<file path="src/source/pixel_pkg.sv">
`default_nettype none

package pixel_pkg;

    typedef logic [10:0] coord_t;      // Screen coordinate
    typedef logic [4:0]  pal_index_t;  // Palette index, 0 is transparent
    typedef logic [23:0] rgb_t;        // {red, green, blue}

    // Object table layout
    localparam int ENEMY_NUM  = 4;
    localparam int OBJ_NUM    = ENEMY_NUM + 2;
    localparam int ATTACK_OBJ = 0;
    localparam int PLAYER_OBJ = 1;
    localparam int ENEMY_BASE = 2;     // First enemy slot

    typedef logic [$clog2(OBJ_NUM)-1:0] obj_sel_t;

    // Palette sizes
    localparam int CYCLE_COLORS  = 9;  // Attack cycling palette
    localparam int SPRITE_COLORS = 16; // Regular sprite palette

    // One rectangular game object
    typedef struct packed {
        logic       enable;
        coord_t     pos_x;   // Top-left corner
        coord_t     pos_y;
        coord_t     width;
        coord_t     height;
        pal_index_t index;
    } obj_cfg_t;

    // Coverage of one object at the current pixel
    typedef struct packed {
        logic       hit;
        pal_index_t index;
    } obj_hit_t;

    // All objects at the current pixel, in priority order
    typedef struct packed {
        obj_hit_t                  attack;
        obj_hit_t                  player;
        obj_hit_t [ENEMY_NUM-1:0]  enemy;
    } layer_hits_t;

endpackage

`default_nettype wire

</file>
<file path="src/source/background_layer.sv">
`timescale 1ns/10ps
`default_nettype none

module background_layer
    import pixel_pkg::*;
#(
    parameter int TILE_SHIFT = 4
) (
    input  logic   VGA_CLK,
    input  logic   reset,
    input  coord_t pix_x,
    input  coord_t pix_y,
    output rgb_t   bkg_color
);

    pal_index_t tile_index;
    rgb_t       tile_color;

    // Four-tone check pattern, index 1 to 4
    always_comb begin
        tile_index = pal_index_t'(1)
                   + pal_index_t'({pix_y[TILE_SHIFT], 1'b0})
                   + pal_index_t'(pix_x[TILE_SHIFT]);
    end

    // Background palette
    always_comb begin
        case (tile_index)
            5'd1:    tile_color = 24'h203040;
            5'd2:    tile_color = 24'h304050;
            5'd3:    tile_color = 24'h102030;
            5'd4:    tile_color = 24'h405060;
            default: tile_color = 24'h000000;
        endcase
    end

    always_ff @(posedge VGA_CLK) begin
        if (reset) begin
            bkg_color <= '0;
        end else begin
            bkg_color <= tile_color; // Aligned with the sprite hits
        end
    end

endmodule

`default_nettype wire

</file>
<file path="src/source/color_mapper.sv">
`timescale 1ns/10ps
`default_nettype none

module color_mapper
    import pixel_pkg::*;
(
    input  logic        VGA_CLK,
    input  logic        reset,
    input  logic        frame_start,
    input  logic        active,
    input  rgb_t        bkg_color,
    input  layer_hits_t hits,
    output logic [7:0]  red,
    output logic [7:0]  green,
    output logic [7:0]  blue,
    output logic        blank_n
);

    logic [$clog2(CYCLE_COLORS)-1:0] step;   // Attack cycling phase

    logic       fg_hit;
    logic       fg_attack;
    pal_index_t fg_index;
    logic [5:0] cycle_sum;
    pal_index_t cycle_index;
    rgb_t       fg_color;
    rgb_t       pix_color;

    function automatic logic visible(obj_hit_t h);
        return h.hit && (h.index != '0);  // Index 0 shows what lies below
    endfunction

    function automatic rgb_t cycle_palette(pal_index_t idx);
        case (idx)
            5'd1:    return 24'hFFFFFF;
            5'd2:    return 24'hD8B000;
            5'd3:    return 24'hF8F000;
            5'd4:    return 24'hE9C22D;
            5'd5:    return 24'hF2EDB1;
            5'd6:    return 24'h1F97D6;
            5'd7:    return 24'h6B91AF;
            5'd8:    return 24'h05518B;
            5'd9:    return 24'hE6E3E3;
            default: return 24'h010101;
        endcase
    endfunction

    function automatic rgb_t sprite_palette(pal_index_t idx);
        case (idx)
            5'd1:    return 24'h000000;
            5'd2:    return 24'hF8F8F8;
            5'd3:    return 24'h980000;
            5'd4:    return 24'hD03800;
            5'd5:    return 24'hF88058;
            5'd6:    return 24'hA06800;
            5'd7:    return 24'h5888B8;
            5'd8:    return 24'hD8B000;
            5'd9:    return 24'hF8F000;
            5'd10:   return 24'h6080A8;
            5'd11:   return 24'hB8C8F0;
            5'd12:   return 24'h303888;
            5'd13:   return 24'h8860B8;
            5'd14:   return 24'h502898;
            5'd15:   return 24'hB090D8;
            5'd16:   return 24'h68F780;
            default: return 24'h010101;
        endcase
    endfunction

    // Step changes as the first pixel of a frame reaches the mapper
    always_ff @(posedge VGA_CLK) begin
        if (reset) begin
            step <= '0;
        end else if (frame_start) begin
            if (step == ($bits(step))'(CYCLE_COLORS - 1)) begin
                step <= '0;
            end else begin
                step <= step + 1'b1;
            end
        end
    end

    // Fixed priority, attack first, last enemy lowest
    always_comb begin
        fg_hit    = 1'b0;
        fg_attack = 1'b0;
        fg_index  = '0;
        if (visible(hits.attack)) begin
            fg_hit    = 1'b1;
            fg_attack = 1'b1;
            fg_index  = hits.attack.index;
        end else if (visible(hits.player)) begin
            fg_hit   = 1'b1;
            fg_index = hits.player.index;
        end else begin
            for (int e = ENEMY_NUM - 1; e >= 0; e--) begin
                if (visible(hits.enemy[e])) begin
                    fg_hit   = 1'b1;
                    fg_index = hits.enemy[e].index;
                end
            end
        end
    end

    always_comb begin
        cycle_sum   = 6'(fg_index) + 6'(step) - 6'd1;   // fg_index is nonzero when used
        cycle_index = pal_index_t'((cycle_sum % 6'(CYCLE_COLORS)) + 6'd1);
        fg_color    = fg_attack ? cycle_palette(cycle_index) : sprite_palette(fg_index);
        pix_color   = fg_hit ? fg_color : bkg_color;
    end

    always_ff @(posedge VGA_CLK) begin
        if (reset) begin
            {red, green, blue} <= '0;
            blank_n            <= 1'b0;
        end else begin
            {red, green, blue} <= active ? pix_color : '0;
            blank_n            <= active;
        end
    end

    // Blanked pixels are black
    blank_is_black: assert property (
        @(posedge VGA_CLK) disable iff (reset)
        !blank_n |-> ({red, green, blue} == '0)
    );

endmodule

`default_nettype wire

</file>
<file path="src/source/sprite_layer.sv">
`timescale 1ns/10ps
`default_nettype none

module sprite_layer
    import pixel_pkg::*;
(
    input  logic        VGA_CLK,
    input  logic        reset,
    input  coord_t      pix_x,
    input  coord_t      pix_y,
    input  logic        frame_start,
    input  logic        obj_load,
    input  obj_sel_t    obj_sel,
    input  obj_cfg_t    obj_cfg,
    output layer_hits_t hits
);

    obj_cfg_t    pending [OBJ_NUM];  // Written by loads during the frame
    obj_cfg_t    live    [OBJ_NUM];  // Drawn this frame
    obj_cfg_t    cur     [OBJ_NUM];
    obj_hit_t    obj_hit [OBJ_NUM];
    layer_hits_t hits_next;

    // Rectangle test, sums one bit wider so edge objects do not wrap
    function automatic logic covers(obj_cfg_t o, coord_t x, coord_t y);
        logic [11:0] x_end;
        logic [11:0] y_end;
        logic        in_x;
        logic        in_y;
        x_end = {1'b0, o.pos_x} + {1'b0, o.width};
        y_end = {1'b0, o.pos_y} + {1'b0, o.height};
        in_x  = (x >= o.pos_x) && ({1'b0, x} < x_end);
        in_y  = (y >= o.pos_y) && ({1'b0, y} < y_end);
        return o.enable && in_x && in_y && (o.index != '0);
    endfunction

    always_ff @(posedge VGA_CLK) begin
        if (reset) begin
            for (int i = 0; i < OBJ_NUM; i++) begin
                pending[i] <= '0;
                live[i]    <= '0;
            end
        end else begin
            if (obj_load && (obj_sel < obj_sel_t'(OBJ_NUM))) begin
                pending[obj_sel] <= obj_cfg;
            end
            if (frame_start) begin
                for (int i = 0; i < OBJ_NUM; i++) begin
                    live[i] <= pending[i];
                end
            end
        end
    end

    // Pixel (0,0) is tested while the swap is still in flight
    always_comb begin
        for (int i = 0; i < OBJ_NUM; i++) begin
            cur[i] = frame_start ? pending[i] : live[i];
        end
    end

    always_comb begin
        for (int i = 0; i < OBJ_NUM; i++) begin
            obj_hit[i].hit   = covers(cur[i], pix_x, pix_y);
            obj_hit[i].index = cur[i].index;
        end
    end

    // Pack into priority order
    always_comb begin
        hits_next.attack = obj_hit[ATTACK_OBJ];
        hits_next.player = obj_hit[PLAYER_OBJ];
        for (int e = 0; e < ENEMY_NUM; e++) begin
            hits_next.enemy[e] = obj_hit[ENEMY_BASE + e];
        end
    end

    always_ff @(posedge VGA_CLK) begin
        if (reset) begin
            hits <= '0;
        end else begin
            hits <= hits_next;
        end
    end

    // Loads only address existing entries
    obj_sel_in_range: assert property (
        @(posedge VGA_CLK) disable iff (reset)
        obj_load |-> (obj_sel < obj_sel_t'(OBJ_NUM))
    );

endmodule

`default_nettype wire

</file>
<file path="src/source/vga_timing.sv">
`timescale 1ns/10ps
`default_nettype none

module vga_timing
    import pixel_pkg::*;
#(
    parameter int H_ACTIVE = 640,
    parameter int H_FRONT  = 16,
    parameter int H_SYNC   = 96,
    parameter int H_BACK   = 48,
    parameter int V_ACTIVE = 480,
    parameter int V_FRONT  = 10,
    parameter int V_SYNC   = 2,
    parameter int V_BACK   = 33
) (
    input  logic   VGA_CLK,
    input  logic   reset,
    output coord_t pix_x,
    output coord_t pix_y,
    output logic   active,
    output logic   hsync,
    output logic   vsync,
    output logic   frame_start
);

    localparam int H_TOTAL      = H_ACTIVE + H_FRONT + H_SYNC + H_BACK;
    localparam int V_TOTAL      = V_ACTIVE + V_FRONT + V_SYNC + V_BACK;
    localparam int H_SYNC_START = H_ACTIVE + H_FRONT;
    localparam int H_SYNC_END   = H_SYNC_START + H_SYNC;
    localparam int V_SYNC_START = V_ACTIVE + V_FRONT;
    localparam int V_SYNC_END   = V_SYNC_START + V_SYNC;

    coord_t h_cnt;
    coord_t v_cnt;
    logic   h_last;
    logic   v_last;

    assign h_last = (h_cnt == coord_t'(H_TOTAL - 1));
    assign v_last = (v_cnt == coord_t'(V_TOTAL - 1));

    always_ff @(posedge VGA_CLK) begin
        if (reset) begin
            h_cnt       <= '0;
            v_cnt       <= '0;
            frame_start <= 1'b0;
        end else begin
            frame_start <= h_last && v_last; // Counters hit (0,0) next cycle
            if (h_last) begin
                h_cnt <= '0;
                if (v_last) begin
                    v_cnt <= '0;
                end else begin
                    v_cnt <= v_cnt + 1'b1;
                end
            end else begin
                h_cnt <= h_cnt + 1'b1;
            end
        end
    end

    assign pix_x = h_cnt;
    assign pix_y = v_cnt;

    // Sync pulses sit right after the front porch, active low
    assign hsync = !((h_cnt >= coord_t'(H_SYNC_START)) && (h_cnt < coord_t'(H_SYNC_END)));
    assign vsync = !((v_cnt >= coord_t'(V_SYNC_START)) && (v_cnt < coord_t'(V_SYNC_END)));

    assign active = (h_cnt < coord_t'(H_ACTIVE)) && (v_cnt < coord_t'(V_ACTIVE));

    // One pulse per frame, never back to back
    frame_start_single: assert property (
        @(posedge VGA_CLK) disable iff (reset)
        frame_start |=> !frame_start
    );

endmodule

`default_nettype wire

</file>
<file path="src/source/video_top.sv">
`timescale 1ns/10ps
`default_nettype none

module video_top
    import pixel_pkg::*;
#(
    parameter int H_ACTIVE   = 640,
    parameter int H_FRONT    = 16,
    parameter int H_SYNC     = 96,
    parameter int H_BACK     = 48,
    parameter int V_ACTIVE   = 480,
    parameter int V_FRONT    = 10,
    parameter int V_SYNC     = 2,
    parameter int V_BACK     = 33,
    parameter int TILE_SHIFT = 4
) (
    input  logic       VGA_CLK,
    input  logic       reset,
    input  logic       obj_load,
    input  obj_sel_t   obj_sel,
    input  obj_cfg_t   obj_cfg,
    output logic [7:0] red,
    output logic [7:0] green,
    output logic [7:0] blue,
    output logic       blank_n,
    output logic       hsync,
    output logic       vsync
);

    coord_t      pix_x;
    coord_t      pix_y;
    logic        active;
    logic        active_d;      // Aligned with the layer outputs
    logic        hsync_raw;
    logic        vsync_raw;
    logic [1:0]  hsync_pipe;
    logic [1:0]  vsync_pipe;
    logic        frame_start;
    rgb_t        bkg_color;
    layer_hits_t hits;

    vga_timing #(
        .H_ACTIVE(H_ACTIVE), .H_FRONT(H_FRONT), .H_SYNC(H_SYNC), .H_BACK(H_BACK),
        .V_ACTIVE(V_ACTIVE), .V_FRONT(V_FRONT), .V_SYNC(V_SYNC), .V_BACK(V_BACK)
    ) vga_timing_i (
        .VGA_CLK(VGA_CLK), .reset(reset), .pix_x(pix_x), .pix_y(pix_y), .active(active),
        .hsync(hsync_raw), .vsync(vsync_raw), .frame_start(frame_start)
    );

    background_layer #(.TILE_SHIFT(TILE_SHIFT)) background_layer_i (
        .VGA_CLK(VGA_CLK), .reset(reset), .pix_x(pix_x), .pix_y(pix_y), .bkg_color(bkg_color)
    );

    sprite_layer sprite_layer_i (
        .VGA_CLK(VGA_CLK), .reset(reset), .pix_x(pix_x), .pix_y(pix_y),
        .frame_start(frame_start), .obj_load(obj_load), .obj_sel(obj_sel),
        .obj_cfg(obj_cfg), .hits(hits)
    );

    color_mapper color_mapper_i (
        .VGA_CLK(VGA_CLK), .reset(reset), .frame_start(frame_start), .active(active_d),
        .bkg_color(bkg_color), .hits(hits), .red(red), .green(green), .blue(blue),
        .blank_n(blank_n)
    );

    // Syncs follow the two pixel stages
    always_ff @(posedge VGA_CLK) begin
        if (reset) begin
            active_d   <= 1'b0;
            hsync_pipe <= 2'b11;
            vsync_pipe <= 2'b11;
        end else begin
            active_d   <= active;
            hsync_pipe <= {hsync_pipe[0], hsync_raw};
            vsync_pipe <= {vsync_pipe[0], vsync_raw};
        end
    end

    assign hsync = hsync_pipe[1];
    assign vsync = vsync_pipe[1];

endmodule

`default_nettype wire

</file>
<file path="config.mk">
export PLATFORM = sky130hd
export DESIGN_NAME = video_top
export DESIGN_NICKNAME = d
export VERILOG_FILES = /design/src/source/pixel_pkg.sv /design/src/source/background_layer.sv /design/src/source/color_mapper.sv /design/src/source/sprite_layer.sv /design/src/source/vga_timing.sv /design/src/source/video_top.sv
export SDC_FILE = /design/constraint.sdc
export NUM_CORES = 1
export LEC_CHECK = 0
export BUFFER_PORTS_ARGS = -buffer_cell sky130_fd_sc_hd__clkbuf_2
export CAP_MARGIN = 20
export CORE_UTILIZATION = 58
export CTS_CLUSTER_DIAMETER = 80
export DETAILED_ROUTE_END_ITERATION = 7
export GPL_TIMING_DRIVEN = 0
export PLACE_DENSITY = 0.77
export SYNTH_ARGS = -nofsm -noshare
export SYNTH_HDL_FRONTEND = slang
export SYNTH_HIERARCHICAL = 1
export SYNTH_SLANG_ARGS = --single-unit
</file>
<file path="constraint.sdc">
create_clock -name VGA_CLK -period 8.79 [get_ports VGA_CLK]
set_input_delay 1.3185 -clock VGA_CLK [delete_from_list [all_inputs] [get_ports VGA_CLK]]
set_output_delay 1.3185 -clock VGA_CLK [all_outputs]
set_load 0.05 [all_outputs]
</file>
Word level (Yosys, flattened, before mapping)
Memories as Yosys holds them, arrays and structs flattened.
Index checks and enable logic that the tools add are counted.
{ "op_classes": {"mux": 42, "n_bitwise": 7, "n_mul": 0, "n_eq_ne": 7, "add_sub_neg": 20, "order_cmp": 31, "shift": 0, "n_reduce_logical": 58, "div": 1} }
{ "ops": {"columns": ["cell", "count"], "rows": [
  ["two-way mux 50 bit", 13],
  ["adder 11 x 11 -> 12 bit", 12],
  ["less-than comparator 11 x 12 -> 1 bit", 12],
  [">= comparator 11 bit", 12],
  ["case mux 23 bit (4 select lines)", 1],
  ["two-way mux 24 bit", 3],
  ["nonzero test 5 bit", 12],
  ["OR reduction 50 bit", 1],
  ["logical AND 1 bit", 41],
  ["two-way mux 5 bit", 6],
  ["adder 11 x 1 -> 11 bit (second input constant)", 2],
  ["equality test 11 x 10 -> 1 bit (second input constant)", 2],
  ["less-than comparator 11 x 10 -> 1 bit (second input constant)", 2],
  ["less-than comparator 11 x 9 -> 1 bit (second input constant)", 2],
  ["two-way mux 1 bit", 16],
  [">= comparator 11 x 10 -> 1 bit (second input constant)", 1],
  [">= comparator 11 x 9 -> 1 bit (second input constant)", 1],
  ["two-way mux 11 bit", 1],
  ["equality test 5 x 2 -> 1 bit (second input constant)", 2],
  ["adder 5 x 4 -> 6 bit", 1],
  ["modulo 6 x 4 -> 6 bit (second input constant)", 1],
  ["OR 1 bit", 6],
  ["subtractor 6 x 1 -> 6 bit (second input constant)", 1],
  ["adder 5 x 1 -> 5 bit", 1],
  ["other kinds (12)", 14]
]} }
{ "word_totals": {"output_inout_bits": 27, "memories": 4, "reg_bits": 117, "input_bits": 56, "ram_bits": 600, "romBits": 1024, "latch_bits": 0} }
{ "memory_table": {"columns": ["name", "depth", "width", "read_ports", "rd_ports_with_merged_regs", "write_ports", "line", "source"], "rows": [
  ["(name not given)", 32, 20, 1, 0, 0, "color_mapper.sv:49", "case (idx)"],
  ["(name not given)", 16, 24, 1, 0, 0, "color_mapper.sv:34", "case (idx)"],
  ["sprite_layer_i.live", 6, 50, 6, 0, 6, "sprite_layer.sv:19", "obj_cfg_t live [OBJ_NUM];"],
  ["sprite_layer_i.pending", 6, 50, 6, 0, 6, "sprite_layer.sv:18", "obj_cfg_t pending [OBJ_NUM];"]
]} }

Longest topological paths before layout
An unclocked memory read counts as a cell.
{ "logic_depth": {"word_depth": 16, "depth_mapped": 43, "ltp_nobuf": 42} }

Hierarchy
The synthesis kept the hierarchy.
{ "modules_own_cells": {"columns": ["mod", "instances", "area_per_inst_um2", "cells_each"], "rows": [
  ["sprite_layer", 1, 36784.0, 3162],
  ["color_mapper", 1, 3891.2, 523],
  ["vga_timing", 1, 1174.9, 136],
  ["background_layer", 1, 401.6, 39],
  ["video_top", 1, 131.4, 10]
]} }

Least setup slack after synthesis
OpenSTA, ideal clock, no wires.
{ "synth_timing": {"kind": "register -> register", "start": "register, netlist name sprite_layer_i/hits[12]", "end": "register color_mapper_i.blue[3]", "slack_ps": 16, "arrival_ps": 8700, "setup_time_ps": 74, "path_stages_with_launch": 42, "required_time_ps": 8716, "cell_sequence": "dfxtp_1 > or4_1 > o21ai_0 > nand3_1 > a311oi_1 > a21oi_1 > nor2_1 > a21oi_1 > o21ai_0 > inv_1 > ha_1 > inv_1 > ha_1 > fa_1 > inv_1 > ha_1 > a21bo_2 > nor2_1 > [6 not listed] > a32o_1 > nand2b_1 > o211ai_1 > ha_1 > inv_1 > nand2_1 > o21ai_0 > mux2_4 > o22ai_2 > mux2_2 > ha_1 > clkbuf_1 > xor2_1 > xnor2_1 > or3b_2 > a21oi_1 > a311oi_1 > o21ai_0"} }
{ "synth_between": {"elab_chain_len": 15, "word_cells_on_any_way": 21} }
{ "synth_lines": {"columns": ["element", "line", "source"], "rows": [
  ["nonzero test 5 bit", "color_mapper.sv:30", "return h.hit && (h.index != '0);"],
  ["logical AND 1 bit", "color_mapper.sv:30", null],
  ["two-way mux 5 bit (3 in a row)", "color_mapper.sv:97", "if (visible(hits.enemy[e])) begin"],
  ["two-way mux 5 bit", "color_mapper.sv:92", "end else if (visible(hits.player)) begin"],
  ["two-way mux 5 bit", "color_mapper.sv:88", "if (visible(hits.attack)) begin"],
  ["adder 5 x 4 -> 6 bit", "color_mapper.sv:106", "cycle_sum = 6'(fg_index) + 6'(step) - 6'd1;"],
  ["subtractor 6 x 1 -> 6 bit", "color_mapper.sv:106", null],
  ["modulo 6 x 4 -> 6 bit", "color_mapper.sv:107", "cycle_index = pal_index_t'((cycle_sum % 6'(CYCLE_COLORS)) + 6'd1);"],
  ["adder 5 x 1 -> 5 bit", "color_mapper.sv:107", null],
  ["memory (16 x 24 bit)", null, null],
  ["two-way mux 24 bit", "color_mapper.sv:34", null],
  ["two-way mux 24 bit", "color_mapper.sv:108", "fg_color = fg_attack ? cycle_palette(cycle_index) : sprite_palette(fg_index);"],
  ["two-way mux 24 bit *", "color_mapper.sv:109", "pix_color = fg_hit ? fg_color : bkg_color;"],
  ["to (signal assigned)", "color_mapper.sv:117", "{red, green, blue} <= active ? pix_color : '0;"],
  ["to (decl)", "color_mapper.sv:15", "output logic [7:0] blue,"]
]} }
Every way passes the cells marked *; elsewhere a longest branch is shown, timed or not.
A chain may end at the register's enable or synchronous reset.

Worst setup path in the final report
{ "layout_timing": {"start": "register, netlist name sprite_layer_i/hits[6]", "end": "register color_mapper_i.blue[3]"} }
{ "layout_between": {"elab_chain_len": 14, "word_cells_on_any_way": 19} }
{ "layout_lines": {"columns": ["element", "line"], "rows": [
  ["nonzero test 5 bit", "color_mapper.sv:30"],
  ["logical AND 1 bit", "color_mapper.sv:30"],
  ["two-way mux 5 bit (2 in a row)", "color_mapper.sv:97"],
  ["two-way mux 5 bit", "color_mapper.sv:92"],
  ["two-way mux 5 bit", "color_mapper.sv:88"],
  ["adder 5 x 4 -> 6 bit", "color_mapper.sv:106"],
  ["subtractor 6 x 1 -> 6 bit", "color_mapper.sv:106"],
  ["modulo 6 x 4 -> 6 bit", "color_mapper.sv:107"],
  ["adder 5 x 1 -> 5 bit", "color_mapper.sv:107"],
  ["memory (16 x 24 bit)", null],
  ["two-way mux 24 bit", "color_mapper.sv:34"],
  ["two-way mux 24 bit", "color_mapper.sv:108"],
  ["two-way mux 24 bit *", "color_mapper.sv:109"]
]} }
Marked as above.

==> impl_metrics.env <==
export IMPL_status="complete, no violations"
export IMPL_die_area_um2=74200
export IMPL_met3_usage=0.0694
export IMPL_layout_common_cells="edfxtp_1 (600), nor2_1 (417), ha_1 (414)"
export IMPL_slew_headroom=0.197
export IMPL_synth_compound_area_frac=0.104
export IMPL_grtUsageTotal=0.321
export IMPL_cts_max_level=3
export IMPL_vias=31200
export IMPL_gr_total_overflow=0
export IMPL_end_kind="register"
export IMPL_grt_first_pass_wirelength_mm=178
export IMPL_setup_slack_ns=0.290
export IMPL_cts_tree="done"
export IMPL_synth_top_family_by_area="simple AND/OR/NAND/NOR gates"
export IMPL_grtUsageMet2=0.521
export IMPL_p_per_area_nw_per_um2=167
export IMPL_synth_edf_count=600
export IMPL_grt_pass1_vias=30500
export IMPL_slowest_stage="or4_1"
export IMPL_port_buffers=82
export IMPL_synthMuxAreaShare=0.0784
export IMPL_ant_nets=0
export IMPL_core_um2=71900
export IMPL_routed_wl_mm=119
export IMPL_startpoint_type="register"
export IMPL_cpLargestDelayFamily="compound AO/OA/AOI/OAI gates"
export IMPL_synth_seq_cells=701
export IMPL_antenna_found_initial=6
export IMPL_cts_inserted_buffers=79
export IMPL_fin_nets=4575
export IMPL_worst_slew_pin_slew_ns=1.20
export IMPL_drc=0
export IMPL_cts_root_buf="clkbuf_16"
export IMPL_drtIter0Drc=3172
export IMPL_grt_max_degree=64
export IMPL_crit_buf_inv=9
export IMPL_synth_area_um2=42400
export IMPL_skew_ns=0.0299
export IMPL_synth_fa_ha_area_frac=0.130
export IMPL_min_period_over_period=0.967
export IMPL_post_place_ws_ns=-1.94
export IMPL_grt_busiest_layer="met2"
export IMPL_slew_viol_final=0
export IMPL_crit_type="reg2reg"
export IMPL_cts_sinks=701
export IMPL_met1_usage=0.408
export IMPL_hpwlAfterDp_mm=84.8
export IMPL_p_leak_uw=0.0199
export IMPL_yosysWarnings=6
export IMPL_fmax_mhz=118
export IMPL_maxCapViolCount=0
export IMPL_final_common_cell="edfxtp_1"
export IMPL_syn_inst=3870
export IMPL_holdWs_ns=0.402
export IMPL_synth_xor_area_frac=0.0247
export IMPL_setup_viol=0
export IMPL_areaGrowthSynthToFinish_pct=12.5
export IMPL_synthSimpleGateAreaFrac=0.149
export IMPL_critPathMaxFanout=10
export IMPL_synth_yosys_seq_area_share=0.473
export IMPL_cpMostUsedCell="ha_4"
export IMPL_die_y_um=272
export IMPL_fp_row_count=98
export IMPL_cts_clk_slew_worst_paths_ns=0.06
export IMPL_drtPass1Iterations=5
export IMPL_finalHoldViolations=0
export IMPL_drive_gt1_frac=0.128
export IMPL_max_stage_delay_ns=0.59
export IMPL_initial_utilization=0.590
export IMPL_min_period_ns=8.50
export IMPL_arrival_ns=9.06
export IMPL_avgRoutedWirePerCell_um=23.4
export IMPL_max_clock_path_buffers=3
export IMPL_finalWeightedCongestion=0.912
export IMPL_insertion_delay_ns=0.64
export IMPL_ir_drop_mv=0.172
export IMPL_synth_avg_cell_area_um2=11.0
export IMPL_cts_hold_fix_buffers=0
export IMPL_synth_ff_type="edfxtp_1"
export IMPL_die_w_um=272
export IMPL_synthArstFlopShare=0
export IMPL_via_per_inst=6.12
export IMPL_required_ns=9.35
export IMPL_synth_cell_types=116
export IMPL_hold_path_class="reg2reg"
export IMPL_io_pins=83
-- registers in the layout, indices dropped and copies added (netlist names) --
signal	flops
color_mapper_i/step	4
color_mapper_i/red	8
vsync_pipe	2
active_d	1
color_mapper_i/blue	8
sprite_layer_i/pending	300
vga_timing_i/frame_start	1
vga_timing_i/pix_y	11
color_mapper_i/green	8
sprite_layer_i/live	300
color_mapper_i/blank_n	1
vga_timing_i/pix_x	11
sprite_layer_i/hits	36
background_layer_i/bkg_color	8
hsync_pipe	2
-- path summary, 6_finish.rpt --
| check | slack [ns] | start | end | depth (start not counted) |
|---|---|---|---|---|
| min reg2reg | 0.40 | hsync_pipe[0] | hsync_pipe[1] | 1 |
| max | 0.29 | sprite_layer_i/hits[6] | color_mapper_i/blue[3] | 42 |
| max reg2reg | 0.29 | sprite_layer_i/hits[6] | color_mapper_i/blue[3] | 42 |
| min | 0.40 | hsync_pipe[0] | hsync_pipe[1] | 1 |
-- metal layers --
| layer | part of all wire | wire length [um] |
|---|---|---|
| met5 | 0 | 0 |
| met4 | 0.048 | 5670 |
| met3 | 0.10 | 11900 |
| met2 | 0.46 | 54800 |
| met1 | 0.39 | 47000 |
-- report_power, final --
group,internal (uW),switching [uW]
Sequential,3760,77.8
Combinational,228,391
Clock,2080,1410
Total,6070,1880
-- cell families (layout without fill, tap and decap cells) --
family | Yosys count | after routing
DFF | 701 | 701
and+or+nand+nor | 1230 | 1230
other | 1 | 18
buffers and inverters | 427 | 696
adders and majority gates | 431 | 431
muxes | 311 | 311
AOI/OAI and AO/OA | 652 | 652
xor gates and xnor gates | 117 | 117
-- layout make-up --
cell class                      instances  area (um^2)
Fill cell                            5415        24200
Multi-Input combinational cell       2756        20900
Sequential cell                       701        20000
Clock buffer                           93         2070
Tap cell                              950         1190
Timing Repair Buffer                  125         1100
Inverter                              280         1060
Buffer                                145          692
Clock inverter                         53          648
Antenna cell                            3         7.51
-- Yosys cell counts (all sizes together) (20+ instances only) --
cell | number | area share
nor3 | 52 | 0.0063
xor2 | 64 | 0.013
nand3 | 68 | 0.0083
o21ai | 132 | 0.016
o211ai | 32 | 0.0060
inv | 280 | 0.025
a21o | 59 | 0.010
nor2b | 24 | 0.0035
buf | 52 | 0.0077
clkbuf | 95 | 0.0084
ha | 418 | 0.12
edfxtp | 600 | 0.43
nand2 | 146 | 0.013
dfxtp | 101 | 0.048
nor4 | 25 | 0.0040
o21a | 28 | 0.0051
nor2 | 420 | 0.037
nand2b | 67 | 0.0099
nand4 | 20 | 0.0033
mux2i | 168 | 0.040
or4 | 26 | 0.0049
a31oi | 24 | 0.0039
a21oi | 186 | 0.022
a211oi | 38 | 0.0073
mux2 | 143 | 0.038
xnor2 | 53 | 0.011
and2 | 307 | 0.045
-- stage by stage --
stage / instances / setup TNS (ns) / util / power [uW] / instance area [um^2]
after floorplan: 3884 / 0 / - / 4300 / 42400
after global placement: 4916 / -123.05 / 0.613 / 4480 / 44000
after detailed placement: 4938 / -40.99 / 0.620 / 4500 / 44500
after CTS: 5089 / 0 / 0.660 / 7970 / 47400
after global routing: 5104 / -0.00466 / 0.663 / 8180 / 47700
final: 5106 / 0 / 0.663 / 7950 / 47700
-- worst register-to-register path: cells and delay by family (launching register included) --
kind	cells	cell delay, ns
mux	2	0.66
simple gates	6	1.50
flops	1	0.32
buf+inv	9	1.11
xor+xnor	4	0.73
fa+ha+maj	6	1.64
compound gates	15	2.47
-- timing repair --
action | 4_1_cts | 5_1_grt
gates cloned | 0 | 0
buffers inserted | 7 | 9
endpoints found under the hold margin | 0 | 0
pin swaps | 6 | 8
setup endpoints to repair | 24 | 24
resized for setup | 33 | 18
Note: power is estimated with default switching activity, not from simulation.
